`config.mk`:
```
export PLATFORM = sky130hd
export DESIGN_NAME = exp2_scale
export DESIGN_NICKNAME = d
export VERILOG_FILES = /design/src/exp2_pkg.sv /design/src/exp2_scale.sv
export SDC_FILE = /design/constraint.sdc
export NUM_CORES = 1
export LEC_CHECK = 0
export BUFFER_PORTS_ARGS = -buffer_cell sky130_fd_sc_hd__buf_2
export CORE_ASPECT_RATIO = 0.9
export CORE_MARGIN = 4
export CORE_UTILIZATION = 45
export CTS_CLUSTER_SIZE = 30
export DETAILED_ROUTE_END_ITERATION = 10
export PLACE_DENSITY = 0.7
export RECOVER_POWER = 100
export SLEW_MARGIN = 30
export SYNTH_ARGS = -nofsm -noshare
export SYNTH_HDL_FRONTEND = slang
export SYNTH_SLANG_ARGS = --single-unit
export TNS_END_PERCENT = 20
```
`constraint.sdc`:
```
create_clock -name clk -period 2.1 [get_ports clk]
set_clock_uncertainty 0.05 [all_clocks]
set_input_delay 0.21 -clock clk [delete_from_list [all_inputs] [get_ports clk]]
set_output_delay 0.21 -clock clk [all_outputs]
set_load 0.01 [all_outputs]
```
`src/exp2_pkg.sv`:
```
// Exponential unit shared definitions
package exp2_pkg;

	// Operand Q7.24 signed, result Q8.24 unsigned
	localparam int data_w = 32;
	localparam int frac_w = 24;
	localparam int int_w = 8;

	// Residual and product carry 32 fraction bits
	localparam int acc_w = 40;
	localparam int acc_frac_w = 32;

	// Digit count, one table entry per digit
	localparam int digits = 32;
	localparam int digit_w = $clog2(digits);

	typedef logic [data_w-1:0] word_t;
	typedef logic [acc_w-1:0] acc_t;
	typedef logic [int_w-1:0] shamt_t;

	// 1.0 at the accumulator binary point
	localparam acc_t prod_one = acc_t'(1) << acc_frac_w;

	typedef enum logic [1:0] {
		st_idle,
		st_iter,
		st_scale,
		st_hold
	} ctrl_state_t;

endpackage

```
`src/exp2_scale.sv`:
```
// Operand split and result scaling
module exp2_scale (
	input logic clk,
	input logic rst_n,
	input logic load,
	input exp2_pkg::word_t in_data,
	output logic [exp2_pkg::frac_w-1:0] frac_init,
	input exp2_pkg::acc_t prod,
	output exp2_pkg::word_t result
);

	// Product bits that line up with Q8.24
	localparam int lsb = exp2_pkg::acc_frac_w - exp2_pkg::frac_w;

	logic neg;
	exp2_pkg::shamt_t shamt;
	exp2_pkg::shamt_t int_part;
	exp2_pkg::word_t mant;

	// Two's complement keeps the fraction positive for either sign
	assign frac_init = in_data[exp2_pkg::frac_w-1:0];
	assign int_part = in_data[exp2_pkg::data_w-1 -: exp2_pkg::int_w];

	always_ff @(posedge clk) begin
		if (!rst_n) begin
			neg <= 1'b0;
			shamt <= '0;
		end else if (load) begin
			neg <= in_data[exp2_pkg::data_w-1];
			// Negative floor becomes a right shift by its magnitude
			if (in_data[exp2_pkg::data_w-1]) begin
				shamt <= -int_part;
			end else begin
				shamt <= int_part;
			end
		end
	end

	assign mant = prod[lsb +: exp2_pkg::data_w];

	always_comb begin
		if (neg) begin
			result = mant >> shamt;
		end else begin
			result = mant << shamt;
		end
	end

endmodule

```
==> impl_results.md <==
* Hold Vio Cnt, Final at 0
* CORE AREA at 0.0110 mm^2
* PwrDens at 442 mW/mm^2
* CP Capture Type: primary output
* Post-Route WL at 25,400 um
* WL/cell at 26.0 um
* Leakage Power at 3.12 nW
* Max Freq at 370 MHz
* Number of max-cap violations at 0
* Rows at 36
* Hold buffers post-CTS at 0
* CTS tree: built
* Relative max-transition margin at 58.6%
* Setup violators final at 32
* GR Overflow Total at 0
* Fill count at 910
* Status: finished with violations
* CTS root buffer: clkbuf_16
* Starting density of the core at 46.6%
* N_diodes at 0
* DRT iter0 DRCs at 992
* CTS Buf Count at 3
* Commonest non-fill, non-tap cell in the layout: buf_4
* Worst skew pair latency at 230 ps
* Vias in the first global route at 6,424
* Synth Instances at 623
* Drt pass-1 iters at 6
* Die Height at 109 um
* Cell area after layout at 0.00769 mm^2
* Final Util at 69.9%
* Failing checks: negative setup slack
* Clock Pin Slew Worst Setup and Hold Paths at 40 ps
* Vias at 6,690
* Crit path max-delay cell type: mux4_2
* Family with the most delay on the worst path: multiplexers
* Overall Power at 3.40 mW
* Worst EP required at 1840 ps
* Period Utilization, post-route at 129%
* Minimum clock period at 2700 ps
* I/O Buffers at 74
* Yosys top cell by area: mux4_2
* Longest Clk Path Bufs at 2
* Share of synthesized registers carrying an async set or reset at 0%
* Avg Cell Area, Syn at 8.21 um^2
* Area Overhead vs Synth at 50.2%
* Placed inst area at 0.00667 mm^2
* CP startpoint kind: flop
* Clock sink count at 9
* Share of cells above drive strength 1 at 58.9%
* Hold Slack at 252 ps
* Critical-path cell list: buf_6, buf_12, buf_8, mux2i_4, mux4_2, nor2_4, a22oi_2, a2111oi_4, buf_2
* Worst Path Arrival at 2440 ps
* CP max FO at 7
* WP buf/inv at 4
* Initial antenna violation count at 1
* DIE AREA at 0.0131 mm^2
* Number of warning messages in the yosys log at 0
* Width of the die at 120 um
* Setup TNS Final at -16,230 ps
* Path type of the worst min-delay path: input port to flop
* R2r setup slk at 850 ps
* IO Count at 131
* Total GRT Usage at 37.2%
* Mapped cell area at 0.00512 mm^2
* Flop and latch count out of synthesis at 9
* Hpwl dp at 19,300 um
* Final #Nets at 899
* Largest cells by area after synthesis: mux4_2 18%, mux2i_1 12%, mux2_2 5.7%
* RSZ-0062 raised after global routing: true
* Htree depth at 1
* Residual DRC at 0
* Area share of the largest cell type after synthesis at 18.0%
* Most frequent cells in the layout: 188 x buf_4, 73 x buf_2, 56 x mux2i_1, 54 x nand2_1, 41 x mux4_2
* First-pass GRT wire length at 37,700 um
* Least-Margin Pin Slew at 620 ps
* Largest net degree at the start of global routing at 27
* Final Slew Violations at 0
* Gpl congestion at 0.976
* Post-synth cell types at 85
* Vias per inst at 6.87
* Antenna viol nets, final at 0
* Max VDD drop at 0.563 mV
* Post-Syn Nets at 699
* Most used DFF post-synth: dfxtp_1
* Critical Path Max Stage Delay at 520 ps
* Post-synthesis sequential area ratio at 3.52%
* EDFF count, synth at 0
* Kind of critical path: flop to primary output
* Worst setup margin at -601 ps
## routing by layer
| metal | global-route usage [%] | share of wire (%) | vias up |
|---|---|---|---|
| li1 | - | - | 2857 |
| met1 | 49.3 | 39 | 3243 |
| met2 | 58.8 | 45 | 480 |
| met3 | 6.38 | 11 | 108 |
| met4 | 18.1 | 5.6 | 2 |
| met5 | 0 | 0.043 | - |
## cell usage after synthesis (all sizes together), types with 9 or more instances
cell type and count:
o22ai 21, dfxtp 9, a21oi 30, mux4 41
nor2 41, mux2 27, nand2b 9, nand3 12
a31oi 10, nand2 54, a2111oi 11, clkbuf 32
a211oi 13, nor3 19, o21ai 24, a221oi 12
mux2i 63, buf 67
## report_power, final
part / switching (mW) / total (mW) / leakage [nW] / internal, mW
clock network: 0.0781 / 0.331 / 0.0382 / 0.253
registers: 0.0353 / 0.217 / 0.0774 / 0.182
logic: 1.51 / 2.85 / 3.01 / 1.34
## through the flow
stage | std cells | worst slack, ps
2_1_floorplan | 623 | -97.0
3_3_place_gp | 949 | -417
3_5_place_dp | 949 | -437
4_1_cts | 967 | -507
5_1_grt | 974 | -655
6_report | 974 | -601
## worst reg2reg max path, delay by kind of cell (launching register included)
family | cells | cell delay, ps
buf+inv | 1 | 300
flops | 1 | 710
compound gates | 1 | 140
## registers in the layout, indices dropped and copies added (netlist names)
name	cells
shamt	8
neg	1
## cell type report
type | instances | area [um^2] | area share [%]
multi-input combinational | 505 | 4890 | 63.7
timing repair buffer | 294 | 2290 | 29.7
sequential | 9 | 196 | 2.56
inverter | 10 | 40.0 | 0.521
clock buffer | 4 | 78.8 | 1.03
tap | 152 | 190 | 2.47
## cells by family (layout without fill, tap and decap cells)
kind of cell,count (synthesis),count (layout),synth area share (%)
flops,9,9,3.52
mux,131,131,36.3
compound gates,192,192,28.5
xor+xnor,5,5,0.856
fa+ha+maj,1,1,0.245
buf+inv,109,308,13.1
simple gates,176,176,17.4
## path summary, 6_finish.rpt
kind                         start                    end  depth (start not counted)
max          shamt[2]$_SDFFE_PN0P_              result[8]                          9
min                          rst_n  shamt[1]$_SDFFE_PN0P_                          2
max reg2reg  shamt[5]$_SDFFE_PN0P_  shamt[5]$_SDFFE_PN0P_                          2
min reg2reg  shamt[4]$_SDFFE_PN0P_  shamt[4]$_SDFFE_PN0P_                          2
## repair_timing
item / in CTS / in global routing
pin swaps: 33 / 22
setup buffers: 13 / 6
resized for setup: 93 / 66
gates cloned: 1 / 1
endpoints found under the setup margin: 32 / 32
(Power assumes the default switching activity.)
