==> src/exp2_pkg.sv <==
// Exponential unit shared definitions
package exp2_pkg;

	// Operand Q7.24 signed, result Q8.24 unsigned
	localparam int data_w = 32;
	localparam int frac_w = 24;
	localparam int int_w = 8;

	// Residual and product carry 32 fraction bits
	localparam int acc_w = 40;
	localparam int acc_frac_w = 32;

	// Digit count, one table entry per digit
	localparam int digits = 32;
	localparam int digit_w = $clog2(digits);

	typedef logic [data_w-1:0] word_t;
	typedef logic [acc_w-1:0] acc_t;
	typedef logic [int_w-1:0] shamt_t;

	// 1.0 at the accumulator binary point
	localparam acc_t prod_one = acc_t'(1) << acc_frac_w;

	typedef enum logic [1:0] {
		st_idle,
		st_iter,
		st_scale,
		st_hold
	} ctrl_state_t;

endpackage

==> src/exp2_ctrl.sv <==
// Stream handshake controller
module exp2_ctrl #(
	parameter int stages_per_cycle = 4
) (
	input logic clk,
	input logic rst_n,
	input logic in_valid,
	output logic in_ready,
	output logic out_valid,
	input logic out_ready,
	output exp2_pkg::word_t out_data,
	input exp2_pkg::word_t result,
	output logic load,
	output logic iter_en,
	output logic [exp2_pkg::digit_w-1:0] digit_base,
	output logic scale_en
);

	// First digit of the final iteration cycle
	localparam int last_base = exp2_pkg::digits - stages_per_cycle;
	localparam logic [exp2_pkg::digit_w-1:0] digit_step =
		stages_per_cycle[exp2_pkg::digit_w-1:0];

	exp2_pkg::ctrl_state_t state;
	logic out_fire;
	logic last_step;

	assign in_ready = (state == exp2_pkg::st_idle);
	assign load = in_valid && in_ready;
	assign iter_en = (state == exp2_pkg::st_iter);
	assign scale_en = (state == exp2_pkg::st_scale);
	assign out_fire = out_valid && out_ready;
	assign last_step = (int'(digit_base) == last_base);

	always_ff @(posedge clk) begin
		if (!rst_n) begin
			state <= exp2_pkg::st_idle;
			digit_base <= '0;
		end else begin
			case (state)
				exp2_pkg::st_idle: begin
					if (load) begin
						state <= exp2_pkg::st_iter;
						digit_base <= '0;
					end
				end
				exp2_pkg::st_iter: begin
					if (last_step) begin
						state <= exp2_pkg::st_scale;
						digit_base <= '0;
					end else begin
						digit_base <= digit_base + digit_step;
					end
				end
				exp2_pkg::st_scale: begin
					state <= exp2_pkg::st_hold;
				end
				exp2_pkg::st_hold: begin
					if (out_fire) begin
						state <= exp2_pkg::st_idle;
					end
				end
				default: begin
					state <= exp2_pkg::st_idle;
				end
			endcase
		end
	end

	// Output word and its valid flag, held until taken
	always_ff @(posedge clk) begin
		if (!rst_n) begin
			out_valid <= 1'b0;
			out_data <= '0;
		end else begin
			if (scale_en) begin
				out_data <= result;
			end
			// Valid rises one cycle into the hold state
			out_valid <= (state == exp2_pkg::st_hold) && !out_fire;
		end
	end

endmodule

==> config.mk <==
export PLATFORM = sky130hd
export DESIGN_NAME = exp2_ctrl
export DESIGN_NICKNAME = d
export VERILOG_FILES = /design/src/exp2_pkg.sv /design/src/exp2_ctrl.sv
export SDC_FILE = /design/constraint.sdc
export NUM_CORES = 1
export LEC_CHECK = 0
export ABC_AREA = 1
export BUFFER_PORTS_ARGS = -buffer_cell sky130_fd_sc_hd__buf_4
export CORE_ASPECT_RATIO = 1.5
export CORE_MARGIN = 1.5
export CORE_UTILIZATION = 44
export DETAILED_ROUTE_END_ITERATION = 8
export PLACE_DENSITY = 0.86
export SLEW_MARGIN = 10
export SYNTH_ARGS = -nofsm -noshare
export SYNTH_HDL_FRONTEND = slang
export SYNTH_SLANG_ARGS = --single-unit
==> constraint.sdc <==
create_clock -name clk -period 1.55 [get_ports clk]
set_input_delay 0.0775 -clock clk [delete_from_list [all_inputs] [get_ports clk]]
set_output_delay 0.0775 -clock clk [all_outputs]
set_load 0.005 [all_outputs]
==> results of run 1 <==
[through the flow]
step	std cells	setup slack [ps]	hold WS, ps
2_1_floorplan	194	386	212
6_report	310	184	13.2
3_3_place_gp	302	271	299
3_5_place_dp	302	197	308
4_1_cts	310	183	9.11
5_1_grt	310	76.4	12.2
[routing by layer]
metal  vias to the layer above  track usage (%)  share of wire (%)
met2                        53             33.9                 53
met3                         7             3.61                4.7
met5                         -                0                  0
met1                       676             21.0                 40
met4                         0             11.4                2.2
li1                        754                -                  -
[where the power goes]
group / switching [uW] / internal, uW
Combinational: 816 / 787
Sequential: 174 / 1300
Clock: 325 / 359
[path summary, 6_finish.rpt]
check                                          startpoint  slack (ps)  depth (start not counted)                        end
worst max-delay path                state[0]$_SDFFE_PN0P_         180                          6  out_data[31]$_SDFFE_PN0P_
worst min-delay path                           result[18]          10                          3  out_data[18]$_SDFFE_PN0P_
worst max register to register      state[0]$_SDFFE_PN0P_         180                          6  out_data[31]$_SDFFE_PN0P_
worst min register to register  out_data[30]$_SDFFE_PN0P_         500                          2  out_data[30]$_SDFFE_PN0P_
[state kept, by name, indices dropped and copies added, names as in the netlist]
name / flops
out_valid: 1
digit_base: 3
state: 2
out_data: 32
[worst max-delay path: stages (launching register included)]
cell and delay [ps]:
sky130_fd_sc_hd__dfxtp_1 330, sky130_fd_sc_hd__inv_1 100, sky130_fd_sc_hd__ha_1 370, sky130_fd_sc_hd__inv_2 60
sky130_fd_sc_hd__buf_4 200, sky130_fd_sc_hd__nor2_1 130, sky130_fd_sc_hd__nor2_1 60
[final cells by class]
type	instances	area [um^2]	share of cell area, %
tap	40	50.0	2.32
multi-input combinational	134	622	28.8
clock inverter	1	5.00	0.232
timing repair buffer	79	593	27.5
sequential	38	761	35.2
inverter	11	41.3	1.91
clock buffer	7	86.3	4.00
[logic make-up (layout without fill, tap and decap cells)]
kind of cell,Yosys count,in the layout,synth area share [%]
AOI/OAI and AO/OA,37,37,12.3
DFF,38,38,50.6
buffers and inverters,22,98,8.32
adders and majority gates,7,7,5.82
other,1,2,0.249
and+or+nand+nor,88,88,22.7
[layout by cell type, fill, tap and decap left out]
| cell type | count |
|---|---|
| sky130_fd_sc_hd__clkbuf_8 | 6 |
| sky130_fd_sc_hd__ha_1 | 7 |
| sky130_fd_sc_hd__nand2_2 | 1 |
| sky130_fd_sc_hd__dfxtp_1 | 38 |
| sky130_fd_sc_hd__conb_1 | 2 |
| sky130_fd_sc_hd__inv_1 | 10 |
| sky130_fd_sc_hd__nand2_1 | 10 |
| sky130_fd_sc_hd__inv_2 | 1 |
| sky130_fd_sc_hd__nor2_1 | 72 |
| sky130_fd_sc_hd__clkbuf_1 | 1 |
| sky130_fd_sc_hd__o21ai_1 | 1 |
| sky130_fd_sc_hd__nand4_1 | 2 |
| sky130_fd_sc_hd__buf_4 | 79 |
| sky130_fd_sc_hd__a21oi_1 | 1 |
| sky130_fd_sc_hd__o21ai_0 | 35 |
| sky130_fd_sc_hd__clkinv_2 | 1 |
| sky130_fd_sc_hd__nand3_1 | 3 |
==> report_table.html, run 1 <==
<table>
<tr><th>Metric</th><th>Value</th></tr>
<tr><th colspan="2">CTS</th></tr>
<tr><td>Number of buffers inserted during clock tree synthesis</td><td>5</td></tr>
<tr><td>Clock input transition at the sequential cells of the worst setup and hold paths</td><td>70 ps</td></tr>
<tr><td>Clock buffer depth</td><td>2</td></tr>
<tr><td>TritonCTS clock tree</td><td>done</td></tr>
<tr><td>Number of clock sinks seen by CTS</td><td>38</td></tr>
<tr><td>Worst-Skew Late Latency</td><td>280 ps</td></tr>
<tr><td>Post-CTS setup buffer count</td><td>0</td></tr>
<tr><td>Hold-fix buffer count after cts</td><td>0</td></tr>
<tr><td>Cells resized by post-CTS repair</td><td>0</td></tr>
<tr><td>Clk Tree Root Cell</td><td>sky130_fd_sc_hd__clkbuf_8</td></tr>
<tr><td>Number of H-tree branching levels</td><td>2</td></tr>
<tr><th colspan="2">GRT</th></tr>
<tr><td>Pin count of the biggest net entering global routing</td><td>37</td></tr>
<tr><td>Overflow left after global routing</td><td>0</td></tr>
<tr><td>Number of antenna violations at the first check in global routing</td><td>0</td></tr>
<tr><td>Vias in the first global route</td><td>1356</td></tr>
<tr><td>Global-route wire length before repair</td><td>5.55 mm</td></tr>
<tr><td>Global routing usage summed across all routing layers</td><td>19.1%</td></tr>
<tr><th colspan="2">Timing</th></tr>
<tr><td>Unrepaired setup endpoints after global routing</td><td>false</td></tr>
<tr><td>Fmax</td><td>0.732 GHz</td></tr>
<tr><td>Part of the cycle the worst path needs</td><td>88.1%</td></tr>
<tr><td>Total count of hold-check failures in the final report</td><td>0</td></tr>
<tr><td>Tmin final</td><td>1370 ps</td></tr>
<tr><td>Layout Skew</td><td>3.26 ps</td></tr>
<tr><td>Final setup fails</td><td>0</td></tr>
<tr><td>Slew Viols, Final</td><td>0</td></tr>
<tr><td>Total Negative Setup Slacks</td><td>0 ps</td></tr>
<tr><th colspan="2">Power and ir drop</th></tr>
<tr><td>Static Leakage</td><td>0.00113 uW</td></tr>
<tr><td>Maximum resistive drop on vdd</td><td>1320 uV</td></tr>
<tr><td>Power density cells</td><td>1740 mW/mm^2</td></tr>
<tr><td>Total power after layout</td><td>3760 uW</td></tr>
<tr><th colspan="2">Floorplanning</th></tr>
<tr><td>Y dimension of the die</td><td>74.6 um</td></tr>
<tr><td>Initial core utilization</td><td>46.7%</td></tr>
<tr><td>Die Outline Area</td><td>0.00379 mm^2</td></tr>
<tr><td>Core area</td><td>0.00322 mm^2</td></tr>
<tr><td>Die Wd</td><td>50.7 um</td></tr>
<tr><td>Number of core rows</td><td>25</td></tr>
<tr><td>I/O pin count</td><td>78</td></tr>
<tr><th colspan="2">Final layout</th></tr>
<tr><td>Antenna cell count</td><td>0</td></tr>
<tr><td>Fin util</td><td>67.0%</td></tr>
<tr><td>Number of nets in the finished design</td><td>312</td></tr>
<tr><td>Share of cells above drive strength 1</td><td>32.6%</td></tr>
<tr><td>Post-Layout Inst Area</td><td>0.00216 mm^2</td></tr>
<tr><td>Fill cell total of the finished layout</td><td>285</td></tr>
<tr><td>Synthesis-to-layout area growth</td><td>43.5%</td></tr>
<tr><th colspan="2">Routing</th></tr>
<tr><td>Antenna-violating nets left</td><td>0</td></tr>
<tr><td>Wire length reported by the detailed router</td><td>3.50 mm</td></tr>
<tr><td>Number of search-and-repair iterations in the first detailed-routing pass</td><td>4</td></tr>
<tr><td>DRC violations left</td><td>0</td></tr>
<tr><td>Via count</td><td>1490</td></tr>
<tr><td>Routed wire per std cell</td><td>11.3 um</td></tr>
<tr><td>Initial DRC count</td><td>27</td></tr>
<tr><td>Post-DR vias/cell</td><td>4.81</td></tr>
<tr><th colspan="2">Synth</th></tr>
<tr><td>Post-synthesis instance area</td><td>0.00150 mm^2</td></tr>
<tr><td>Leading cell type by number of instances after synthesis</td><td>sky130_fd_sc_hd__nor2_1</td></tr>
<tr><td>Avg Cell Area, Syn</td><td>7.79 um^2</td></tr>
<tr><td>Ranking of synthesized cells by instance count</td><td>sky130_fd_sc_hd__nor2_1, sky130_fd_sc_hd__dfxtp_1, sky130_fd_sc_hd__o21ai_0</td></tr>
<tr><td>Post-synth EDFFs</td><td>0</td></tr>
<tr><td>FFs w/ async S/R, synth</td><td>0%</td></tr>
<tr><td>Part of the Yosys area used for sequential elements</td><td>50.6%</td></tr>
<tr><td>Synth Register Bits</td><td>38</td></tr>
<tr><td>Most instantiated flip-flop cell in the synthesis netlist</td><td>sky130_fd_sc_hd__dfxtp_1</td></tr>
<tr><td>Share of the synthesized area in the top cell type</td><td>50.6%</td></tr>
<tr><td>Cells after Synth</td><td>193</td></tr>
<tr><td>Unique cell type count in the Yosys netlist</td><td>17</td></tr>
<tr><td>Top area cells in the synthesized netlist</td><td>sky130_fd_sc_hd__dfxtp_1, sky130_fd_sc_hd__nor2_1, sky130_fd_sc_hd__o21ai_0</td></tr>
<tr><td>Yosys top cell by area</td><td>sky130_fd_sc_hd__dfxtp_1</td></tr>
<tr><td>Ys Warns</td><td>0</td></tr>
<tr><th colspan="2">Placed design</th></tr>
<tr><td>Global placement routability congestion</td><td>0.766</td></tr>
<tr><td>Area after detailed placement</td><td>0.00207 mm^2</td></tr>
<tr><td>DP HPWL</td><td>2.61 mm</td></tr>
<tr><td>Quantity of I/O buffers inserted on ports</td><td>75</td></tr>
<tr><th colspan="2">Setup path</th></tr>
<tr><td>Nature of the critical path startpoint</td><td>register</td></tr>
<tr><td>Endpoint arrival time on the critical path</td><td>1540 ps</td></tr>
<tr><td>Critical path class</td><td>register to register</td></tr>
<tr><td>CP max FO</td><td>19</td></tr>
<tr><td>Type of element capturing the critical path</td><td>register</td></tr>
<tr><td>WP data required</td><td>1730 ps</td></tr>
<tr><th colspan="2">Run status</th></tr>
<tr><td>Status</td><td>finished clean</td></tr>
<tr><th colspan="2">Hold path</th></tr>
<tr><td>Class of the worst hold path</td><td>input pin to register</td></tr>
<tr><th colspan="2">Job</th></tr>
<tr><td>MaxCap Viol Count</td><td>0</td></tr>
</table>
(Power assumes the default switching activity.)
==> inputs of run 2 (changes only) <==
ABC_AREA = not set   (was 1)
==> run 2 against run 1 <==
Against the previous run:
- power decreased by 13%
- non-clock buffer count decreased by 1
- setup slack got worse by 29 ps
- worst hold slack improved by 15 ps
- wire length decreased by 10%
- combinational power decreased by 18%
- cell area increased by 3.2%
- die area increased by 1.1%
- critical path type unchanged
- largest power group unchanged
==> report_table.html, run 2 <==
<table>
<tr><th>Metric</th><th>Value</th></tr>
<tr><th colspan="2">Run status</th></tr>
<tr><td>Status</td><td>finished clean</td></tr>
<tr><th colspan="2">Power and ir drop</th></tr>
<tr><td>Maximum resistive drop on vdd</td><td>1010 uV (-24%)</td></tr>
<tr><td>Share of total power in sequential cells</td><td>39.0% (-0.2 points)</td></tr>
<tr><td>Internal Pwr Total</td><td>2270 uW (-6.9%)</td></tr>
<tr><td>Power density cells</td><td>1470 mW/mm^2 (-16%)</td></tr>
<tr><td>Switching power share of the total</td><td>30.4% (-4.6 points)</td></tr>
<tr><td>Net Switching</td><td>995 uW (-24%)</td></tr>
<tr><td>Static Leakage</td><td>0.00101 uW (-11%)</td></tr>
<tr><td>Clock power share</td><td>20.8% (+2.6 points)</td></tr>
<tr><td>Power share of the combinational group</td><td>40.2% (-2.4 points)</td></tr>
<tr><th colspan="2">Timing</th></tr>
<tr><td>Fmax</td><td>0.717 GHz (-2.1%)</td></tr>
<tr><td>Slew Viols, Final</td><td>0 (unchanged)</td></tr>
<tr><td>Part of the cycle the worst path needs</td><td>90.0% (+1.9 points)</td></tr>
<tr><td>Layout Skew</td><td>2.73 ps (-0.534 ps)</td></tr>
<tr><td>Tmin final</td><td>1390 ps (+28.7 ps)</td></tr>
<tr><td>Measured slew at the worst slew-check pin</td><td>576 ps</td></tr>
<tr><td>Unrepaired setup endpoints after global routing</td><td>false</td></tr>
<tr><td>Final setup fails</td><td>0 (unchanged)</td></tr>
<tr><td>Max-Slew Margin vs Limit</td><td>61.5%</td></tr>
<tr><td>Total count of hold-check failures in the final report</td><td>0 (unchanged)</td></tr>
<tr><td>Total Negative Setup Slacks</td><td>0 ps (unchanged)</td></tr>
<tr><th colspan="2">Floorplanning</th></tr>
<tr><td>Core area</td><td>0.00335 mm^2 (+4.0%)</td></tr>
<tr><td>Die Wd</td><td>51.0 um (+0.54%)</td></tr>
<tr><td>Initial core utilization</td><td>45.4% (-1.3 points)</td></tr>
<tr><td>Number of core rows</td><td>26 (+4.0%)</td></tr>
<tr><td>I/O pin count</td><td>78 (unchanged)</td></tr>
<tr><td>Y dimension of the die</td><td>75.0 um (+0.56%)</td></tr>
<tr><td>Die Outline Area</td><td>0.00383 mm^2 (+1.1%)</td></tr>
<tr><th colspan="2">Synth</th></tr>
<tr><td>Share of the synthesized area in the top cell type</td><td>50.0% (-0.58 points)</td></tr>
<tr><td>Ranking of synthesized cells by instance count</td><td>sky130_fd_sc_hd__dfxtp_1, sky130_fd_sc_hd__mux2i_1, sky130_fd_sc_hd__nor2_1</td></tr>
<tr><td>Cells after Synth</td><td>145 (-25%)</td></tr>
<tr><td>Post-synthesis instance area</td><td>0.00152 mm^2 (+1.2%)</td></tr>
<tr><td>FFs w/ async S/R, synth</td><td>0% (unchanged)</td></tr>
<tr><td>Most instantiated flip-flop cell in the synthesis netlist</td><td>sky130_fd_sc_hd__dfxtp_1</td></tr>
<tr><td>Avg Cell Area, Syn</td><td>10.5 um^2 (+35%)</td></tr>
<tr><td>Unique cell type count in the Yosys netlist</td><td>23 (+6)</td></tr>
<tr><td>Leading cell type by number of instances after synthesis</td><td>sky130_fd_sc_hd__dfxtp_1</td></tr>
<tr><td>Yosys top cell by area</td><td>sky130_fd_sc_hd__dfxtp_1</td></tr>
<tr><td>Post-synth EDFFs</td><td>0 (unchanged)</td></tr>
<tr><td>Ys Warns</td><td>0 (unchanged)</td></tr>
<tr><td>Part of the Yosys area used for sequential elements</td><td>50.0% (-0.58 points)</td></tr>
<tr><td>Top area cells in the synthesized netlist</td><td>sky130_fd_sc_hd__dfxtp_1, sky130_fd_sc_hd__mux2i_1, sky130_fd_sc_hd__nor2_1</td></tr>
<tr><td>Synth Register Bits</td><td>38 (unchanged)</td></tr>
<tr><th colspan="2">Setup path</th></tr>
<tr><td>Nature of the critical path startpoint</td><td>register</td></tr>
<tr><td>Origin of the critical flop-to-flop path</td><td>state[1]$_SDFFE_PN0P_</td></tr>
<tr><td>Critical path class</td><td>register to register</td></tr>
<tr><td>Max incr delay on CP</td><td>380 ps (about the same)</td></tr>
<tr><td>Critical path's slowest cell</td><td>sky130_fd_sc_hd__dfxtp_1</td></tr>
<tr><td>CP cell instances</td><td>inv_1, ha_1, nor2b_4, a221oi_4, mux2i_1</td></tr>
<tr><td>End of the worst register-to-register path</td><td>state[0]$_SDFFE_PN0P_</td></tr>
<tr><td>Type of element capturing the critical path</td><td>register</td></tr>
<tr><td>Logic depth of the worst register-to-register path</td><td>5 (-1)</td></tr>
<tr><td>Combined buffer and inverter count along the critical path</td><td>1 (-2)</td></tr>
<tr><td>CP max FO</td><td>6 (-13)</td></tr>
<tr><td>Kind of cell adding the most delay to the critical path</td><td>flip-flops</td></tr>
<tr><td>Register-to-register path setup slack</td><td>160 ps (-30 ps)</td></tr>
<tr><td>Endpoint arrival time on the critical path</td><td>1600 ps (+60 ps)</td></tr>
<tr><td>WP data required</td><td>1760 ps (+30 ps)</td></tr>
<tr><th colspan="2">Final layout</th></tr>
<tr><td>Synthesis-to-layout area growth</td><td>46.4%</td></tr>
<tr><td>Register name with the most flops</td><td>out_data</td></tr>
<tr><td>Antenna cell count</td><td>0 (unchanged)</td></tr>
<tr><td>Leading cell type in the layout, fill and taps excluded</td><td>sky130_fd_sc_hd__buf_4</td></tr>
<tr><td>Area of all sequential standard cells</td><td>762 um^2 (+0.16%)</td></tr>
<tr><td>Fill cell total of the finished layout</td><td>277 (-2.8%)</td></tr>
<tr><td>Post-Layout Inst Area</td><td>0.00223 mm^2 (+3.2%)</td></tr>
<tr><td>Share of cells above drive strength 1</td><td>41.3% (+8.7 points)</td></tr>
<tr><td>Total area of multi-input combinational cells</td><td>696 um^2 (+12%)</td></tr>
<tr><td>Most frequent cells in the layout</td><td>sky130_fd_sc_hd__buf_4, sky130_fd_sc_hd__dfxtp_1, sky130_fd_sc_hd__mux2i_1, sky130_fd_sc_hd__nor2_1</td></tr>
<tr><td>Largest registers</td><td>out_data: 32 flops, digit_base: 3 flops, state: 2 flops</td></tr>
<tr><td>Number of nets in the finished design</td><td>265 (-15%)</td></tr>
<tr><td>Max FFs per register</td><td>32 (unchanged)</td></tr>
<tr><th colspan="2">CTS</th></tr>
<tr><td>Worst-Skew Late Latency</td><td>280 ps (about the same)</td></tr>
<tr><td>Number of buffers inserted during clock tree synthesis</td><td>5 (unchanged)</td></tr>
<tr><td>Cells resized by post-CTS repair</td><td>0 (unchanged)</td></tr>
<tr><td>Number of H-tree branching levels</td><td>2 (unchanged)</td></tr>
<tr><td>Clock input transition at the sequential cells of the worst setup and hold paths</td><td>70 ps (about the same)</td></tr>
<tr><td>Clock buffer depth</td><td>2 (unchanged)</td></tr>
<tr><td>Hold-fix buffer count after cts</td><td>0 (unchanged)</td></tr>
<tr><td>Post-CTS setup buffer count</td><td>0 (unchanged)</td></tr>
<tr><td>Clk Tree Root Cell</td><td>sky130_fd_sc_hd__clkbuf_8</td></tr>
<tr><td>TritonCTS clock tree</td><td>done</td></tr>
<tr><td>Number of clock sinks seen by CTS</td><td>38 (unchanged)</td></tr>
<tr><th colspan="2">Routing</th></tr>
<tr><td>Number of search-and-repair iterations in the first detailed-routing pass</td><td>3 (-1)</td></tr>
<tr><td>Wire length reported by the detailed router</td><td>3.14 mm (-10%)</td></tr>
<tr><td>Post-DR vias/cell</td><td>4.76 (-0.92%)</td></tr>
<tr><td>DRC violations left</td><td>0 (unchanged)</td></tr>
<tr><td>Via count</td><td>1262 (-15%)</td></tr>
<tr><td>Routed wire per std cell</td><td>11.9 um (+4.9%)</td></tr>
<tr><td>Antenna-violating nets left</td><td>0 (unchanged)</td></tr>
<tr><td>Initial DRC count</td><td>14 (-48%)</td></tr>
<tr><th colspan="2">GRT</th></tr>
<tr><td>Vias in the first global route</td><td>1101 (-19%)</td></tr>
<tr><td>Global routing usage summed across all routing layers</td><td>16.3% (-2.8 points)</td></tr>
<tr><td>Pin count of the biggest net entering global routing</td><td>36 (-2.7%)</td></tr>
<tr><td>Overflow left after global routing</td><td>0 (unchanged)</td></tr>
<tr><td>Number of antenna violations at the first check in global routing</td><td>0 (unchanged)</td></tr>
<tr><td>Global-route wire length before repair</td><td>4.64 mm (-17%)</td></tr>
<tr><th colspan="2">Placed design</th></tr>
<tr><td>DP HPWL</td><td>2.40 mm (-8.0%)</td></tr>
<tr><td>Quantity of I/O buffers inserted on ports</td><td>75 (unchanged)</td></tr>
<tr><td>Global placement routability congestion</td><td>0.793 (+3.6%)</td></tr>
<tr><td>Area after detailed placement</td><td>0.00212 mm^2 (+2.7%)</td></tr>
<tr><th colspan="2">Hold path</th></tr>
<tr><td>Startpoint of the worst hold path</td><td>result[7]</td></tr>
<tr><td>Hold Path Sink</td><td>out_data[7]$_SDFFE_PN0P_</td></tr>
<tr><td>Class of the worst hold path</td><td>input pin to register</td></tr>
<tr><td>Instance count along the most critical hold path</td><td>3 (unchanged)</td></tr>
<tr><th colspan="2">Job</th></tr>
<tr><td>MaxCap Viol Count</td><td>0 (unchanged)</td></tr>
</table>
==> run 2: changes by cell type after synthesis, moves of 3 or more <==
cell                       delta
sky130_fd_sc_hd__buf_2        -3
sky130_fd_sc_hd__clkbuf_1     +3
sky130_fd_sc_hd__o21ai_0     -34
sky130_fd_sc_hd__mux2i_1     +34
sky130_fd_sc_hd__nand2_1      -6
sky130_fd_sc_hd__inv_1        -7
sky130_fd_sc_hd__nor2_1      -38
==> run 2: worst max-delay path by stage <==
stage	from	to	slack, ps	cells past startpoint
2_1_floorplan	digit_base[2]$_SDFFE_PN0P_	state[0]$_SDFFE_PN0P_	230	5
3_3_place_gp	state[0]$_SDFFE_PN0P_	state[0]$_SDFFE_PN0P_	200	5
3_5_place_dp	state[0]$_SDFFE_PN0P_	state[0]$_SDFFE_PN0P_	90	5
4_1_cts	state[0]$_SDFFE_PN0P_	state[0]$_SDFFE_PN0P_	80	5
5_1_grt	digit_base[3]$_SDFFE_PN0P_	state[0]$_SDFFE_PN0P_	30	5
6_report	state[1]$_SDFFE_PN0P_	state[0]$_SDFFE_PN0P_	160	5
==> run 2: worst min-delay path: stages <==
cell and delay (ps):
sky130_fd_sc_hd__buf_4 70, sky130_fd_sc_hd__mux2i_1 50, sky130_fd_sc_hd__nor2_1 70
==> run 2: power groups by stage <==
stage,combinational (uW),clock [uW],sequential [uW]
floorplan,760,0,1300
global placement,1270,0,1280
detailed placement,1310,0,1290
CTS,1310,694,1280
global route,1430,736,1300
finish,1310,679,1280
==> run 2: logic make-up after synthesis <==
kind of cell	Yosys count	share of synthesized area (%)
AO/OA/AOI/OAI	8	3.86
adder cells (fa/ha/maj)	7	5.76
buffers and inverters	13	5.43
flip-flops	38	50.0
multiplexers	34	22.4
other	1	0.246
AND/OR/NAND/NOR	44	12.3
==> run 2: layout make-up <==
| type | count | share of cell area, % |
|---|---|---|
| clock inverters | 1 | 0.225 |
| flip-flops and latches | 38 | 34.2 |
| multi-input cells | 95 | 31.2 |
| inverters | 4 | 0.674 |
| well taps | 42 | 2.36 |
| repair buffers | 78 | 27.4 |
| clock buffers | 7 | 3.88 |
==> run 2: per-layer routing <==
| metal | GRT usage [%] | up-vias | share of wire [%] |
|---|---|---|---|
| li1 | - | 629 | - |
| met1 | 17.3 | 582 | 37 |
| met2 | 29.6 | 46 | 55 |
| met3 | 5.56 | 5 | 6.7 |
| met4 | 6.31 | 0 | 1.3 |
| met5 | 0 | - | 0 |
==> run 2: through the flow <==
step	hold slack [ps]	total power (uW)	instances	setup slack [ps]	util, %
floorplan	224	2060	146	232	-
global placement	309	2550	257	196	63.4
detailed placement	321	2600	257	92.4	63.4
CTS	24.7	3280	265	78.8	66.1
global route	22.7	3470	265	31.6	66.5
finish	28.0	3270	265	155	66.5
==> inputs of run 3 (changes only) <==
CORE_UTILIZATION = 40   (was 44)
PLACE_DENSITY = 0.83   (was 0.86)
clock period = 1.15 ns   (was 1.55 ns; I/O delays follow)
==> run 3 against run 2 <==
Against the previous run:
- the run now ends with setup timing left
- via count grew 9.1%
- wire length is 35% higher
- critical endpoint is now load
- register-to-register slack lost 290 ps
- sequential power increased by 37%
==> report_table.html, run 3 (synthesis gave the netlist of run 2 again) <==
<table>
<tr><th>Metric</th><th>Value</th></tr>
<tr><th colspan="2">Job</th></tr>
<tr><td>MaxCap Viol Count</td><td>0 (unchanged)</td></tr>
<tr><th colspan="2">Routing</th></tr>
<tr><td>Antenna-violating nets left</td><td>0 (unchanged)</td></tr>
<tr><td>Via count</td><td>1377 (+9.1%)</td></tr>
<tr><td>Number of search-and-repair iterations in the first detailed-routing pass</td><td>3 (unchanged)</td></tr>
<tr><td>DRC violations left</td><td>0 (unchanged)</td></tr>
<tr><td>Routed wire per std cell</td><td>14.5 um (+22%)</td></tr>
<tr><td>Post-DR vias/cell</td><td>4.70 (-1.3%)</td></tr>
<tr><td>Wire length reported by the detailed router</td><td>4.24 mm (+35%)</td></tr>
<tr><td>Initial DRC count</td><td>20 (+6)</td></tr>
<tr><th colspan="2">Setup path</th></tr>
<tr><td>Endpoint arrival time on the critical path</td><td>1220 ps (-380 ps)</td></tr>
<tr><td>CP cell instances</td><td>inv_4, ha_4, buf_6, and2_4, buf_6</td></tr>
<tr><td>Kind of cell adding the most delay to the critical path</td><td>flip-flops</td></tr>
<tr><td>WP data required</td><td>1090 ps (-670 ps)</td></tr>
<tr><td>Max incr delay on CP</td><td>370 ps (about the same)</td></tr>
<tr><td>CP max FO</td><td>3 (-3)</td></tr>
<tr><td>Critical path's slowest cell</td><td>sky130_fd_sc_hd__dfxtp_4</td></tr>
<tr><td>Type of element capturing the critical path</td><td>primary output</td></tr>
<tr><td>Critical path class</td><td>register to primary output</td></tr>
<tr><td>Critical Path Most Common Cell</td><td>sky130_fd_sc_hd__buf_6</td></tr>
<tr><td>Nature of the critical path startpoint</td><td>register</td></tr>
<tr><td>Combined buffer and inverter count along the critical path</td><td>3 (+2)</td></tr>
<tr><th colspan="2">Floorplanning</th></tr>
<tr><td>Y dimension of the die</td><td>78.5 um (+4.7%)</td></tr>
<tr><td>I/O pin count</td><td>78 (unchanged)</td></tr>
<tr><td>Initial core utilization</td><td>41.7% (-3.7 points)</td></tr>
<tr><td>Die Outline Area</td><td>0.00419 mm^2 (+9.5%)</td></tr>
<tr><td>Number of core rows</td><td>27 (+3.8%)</td></tr>
<tr><td>Die Wd</td><td>53.4 um (+4.6%)</td></tr>
<tr><td>Core area</td><td>0.00365 mm^2 (+8.9%)</td></tr>
<tr><th colspan="2">Final layout</th></tr>
<tr><td>Synthesis-to-layout area growth</td><td>79.8%</td></tr>
<tr><td>Register name with the most flops</td><td>out_data</td></tr>
<tr><td>Leading cell type in the layout, fill and taps excluded</td><td>sky130_fd_sc_hd__buf_4</td></tr>
<tr><td>Largest registers</td><td>out_data: 32 flops, digit_base: 3 flops, state: 2 flops</td></tr>
<tr><td>Max FFs per register</td><td>32 (unchanged)</td></tr>
<tr><td>Most frequent cells in the layout</td><td>sky130_fd_sc_hd__buf_4, sky130_fd_sc_hd__dfxtp_1, sky130_fd_sc_hd__mux2i_1, sky130_fd_sc_hd__nor2_1, sky130_fd_sc_hd__buf_6</td></tr>
<tr><td>Share of cells above drive strength 1</td><td>52.4% (+11 points)</td></tr>
<tr><td>Fin util</td><td>75.0% (+8.5 points)</td></tr>
<tr><td>Antenna cell count</td><td>0 (unchanged)</td></tr>
<tr><td>Number of nets in the finished design</td><td>292 (+10%)</td></tr>
<tr><td>Post-Layout Inst Area</td><td>0.00274 mm^2 (+23%)</td></tr>
<tr><td>Final cell count without fillers</td><td>293 (+11%)</td></tr>
<tr><th colspan="2">Placed design</th></tr>
<tr><td>Placed instance count</td><td>264 (+2.7%)</td></tr>
<tr><td>Quantity of I/O buffers inserted on ports</td><td>75 (unchanged)</td></tr>
<tr><td>DP HPWL</td><td>2.61 mm (+8.7%)</td></tr>
<tr><td>Global placement routability congestion</td><td>0.753 (-5.0%)</td></tr>
<tr><td>Post-place setup slack</td><td>-128 ps (-221 ps)</td></tr>
<tr><td>Area after detailed placement</td><td>0.00224 mm^2 (+5.6%)</td></tr>
<tr><th colspan="2">CTS</th></tr>
<tr><td>Clock input transition at the sequential cells of the worst setup and hold paths</td><td>70 ps (about the same)</td></tr>
<tr><td>Number of buffers inserted during clock tree synthesis</td><td>5 (unchanged)</td></tr>
<tr><td>Clk Tree Root Cell</td><td>sky130_fd_sc_hd__clkbuf_8</td></tr>
<tr><td>Number of H-tree branching levels</td><td>2 (unchanged)</td></tr>
<tr><td>Number of clock sinks seen by CTS</td><td>38 (unchanged)</td></tr>
<tr><td>Clock buffer depth</td><td>2 (unchanged)</td></tr>
<tr><td>TritonCTS clock tree</td><td>done</td></tr>
<tr><td>Worst-Skew Late Latency</td><td>280 ps (about the same)</td></tr>
<tr><th colspan="2">Hold path</th></tr>
<tr><td>Class of the worst hold path</td><td>input pin to register</td></tr>
<tr><th colspan="2">Run status</th></tr>
<tr><td>Status</td><td>complete, but fails checks</td></tr>
<tr><td>Violations in the final reports</td><td>setup timing</td></tr>
<tr><th colspan="2">Timing</th></tr>
<tr><td>Part of the cycle the worst path needs</td><td>111%</td></tr>
<tr><td>Setup slack after layout</td><td>-130 ps (-286 ps)</td></tr>
<tr><td>Slew Viols, Final</td><td>0 (unchanged)</td></tr>
<tr><td>Fmax</td><td>0.781 GHz</td></tr>
<tr><td>Post-route worst hold slack</td><td>10.8 ps (-17.3 ps)</td></tr>
<tr><td>Layout Skew</td><td>3.20 ps (+0.468 ps)</td></tr>
<tr><td>Tmin final</td><td>1280 ps</td></tr>
<tr><td>Final setup fails</td><td>34 (+34)</td></tr>
<tr><td>Total count of hold-check failures in the final report</td><td>0 (unchanged)</td></tr>
<tr><td>Unrepaired setup endpoints after global routing</td><td>true</td></tr>
<tr><th colspan="2">GRT</th></tr>
<tr><td>Vias in the first global route</td><td>1402 (+27%)</td></tr>
<tr><td>Number of antenna violations at the first check in global routing</td><td>0 (unchanged)</td></tr>
<tr><td>Overflow left after global routing</td><td>0 (unchanged)</td></tr>
<tr><td>Pin count of the biggest net entering global routing</td><td>23 (-36%)</td></tr>
<tr><td>Global-route wire length before repair</td><td>6.21 mm (+34%)</td></tr>
<tr><td>Global routing usage summed across all routing layers</td><td>20.3% (+4.0 points)</td></tr>
<tr><th colspan="2">Power and ir drop</th></tr>
<tr><td>Net Switching</td><td>1720 uW (+73%)</td></tr>
<tr><td>Share of total power in sequential cells</td><td>31.6% (-7.4 points)</td></tr>
<tr><td>Power share of the combinational group</td><td>52.0% (+12 points)</td></tr>
<tr><td>Switching power share of the total</td><td>30.9% (+0.52 points)</td></tr>
<tr><td>Power density cells</td><td>2040 mW/mm^2 (+39%)</td></tr>
<tr><td>Internal Pwr Total</td><td>3850 uW (+69%)</td></tr>
<tr><td>Clock power share</td><td>16.4% (-4.4 points)</td></tr>
<tr><td>Static Leakage</td><td>0.00119 uW (+18%)</td></tr>
<tr><td>Maximum resistive drop on vdd</td><td>1560 uV (+55%)</td></tr>
</table>
[run 3: cell count changes in the layout (fill, tap and decap cells not counted), sizes merged]
cell,change
dlygate4sd3,+8
buf,+19
[run 3: tightest hold or removal path, delay by kind of cell]
family,cells,cell delay [ps]
buf+inv,1,80
mux,1,50
simple gates,1,70
[run 3: timing repair]
action | in CTS | in global routing
setup endpoints to repair | 41 | 41
endpoints found under the hold margin | 8 | 0
pin swaps | 8 | 12
hold buffers | 8 | 0
gates resized for setup | 25 | 14
buffers inserted | 9 | 2
gates cloned | 3 | 0
[run 3: path summary, 6_finish.rpt]
kind / startpoint / end / slack [ps] / depth (start not counted)
setup / recovery: state[0]$_SDFFE_PN0P_ / load / -130 / 5
hold / removal: result[24] / out_data[24]$_SDFFE_PN0P_ / 10 / 3
setup reg to reg: state[0]$_SDFFE_PN0P_ / state[0]$_SDFFE_PN0P_ / -130 / 4
hold reg to reg: out_data[4]$_SDFFE_PN0P_ / out_data[4]$_SDFFE_PN0P_ / 500 / 2
[run 3: final cells by class]
cell class,count,area (um^2)
Sequential cell,38,776
Fill cell,243,913
Multi-Input combinational cell,95,821
Timing Repair Buffer,105,971
Tap cell,43,53.8
Inverter,4,22.5
Clock buffer,7,86.3
Clock inverter,1,5.00
[run 3: metal layers]
| metal | up-vias | part of all wire (%) | global-route usage [%] |
|---|---|---|---|
| met2 | 45 | 59 | 40.6 |
| met4 | 0 | 1.4 | 7.69 |
| met3 | 6 | 4.5 | 4.37 |
| li1 | 682 | - | - |
| met1 | 644 | 35 | 18.2 |
| met5 | - | 0 | 0 |
[run 3: per-stage QoR]
step	power [uW]	setup TNS (ps)
CTS	5430	-2680
global placement	3630	-1210
detailed placement	3710	-2030
global route	5920	-4630
floorplan	2930	-1710
finish	5570	-2550
[run 3: power groups by stage]
stage	Sequential, uW	Clock [uW]	Combinational, uW
finish	1760	916	2900
global route	1790	1010	3110
CTS	1750	953	2740
detailed placement	1760	0	1950
global placement	1750	0	1880
floorplan	1780	0	1160
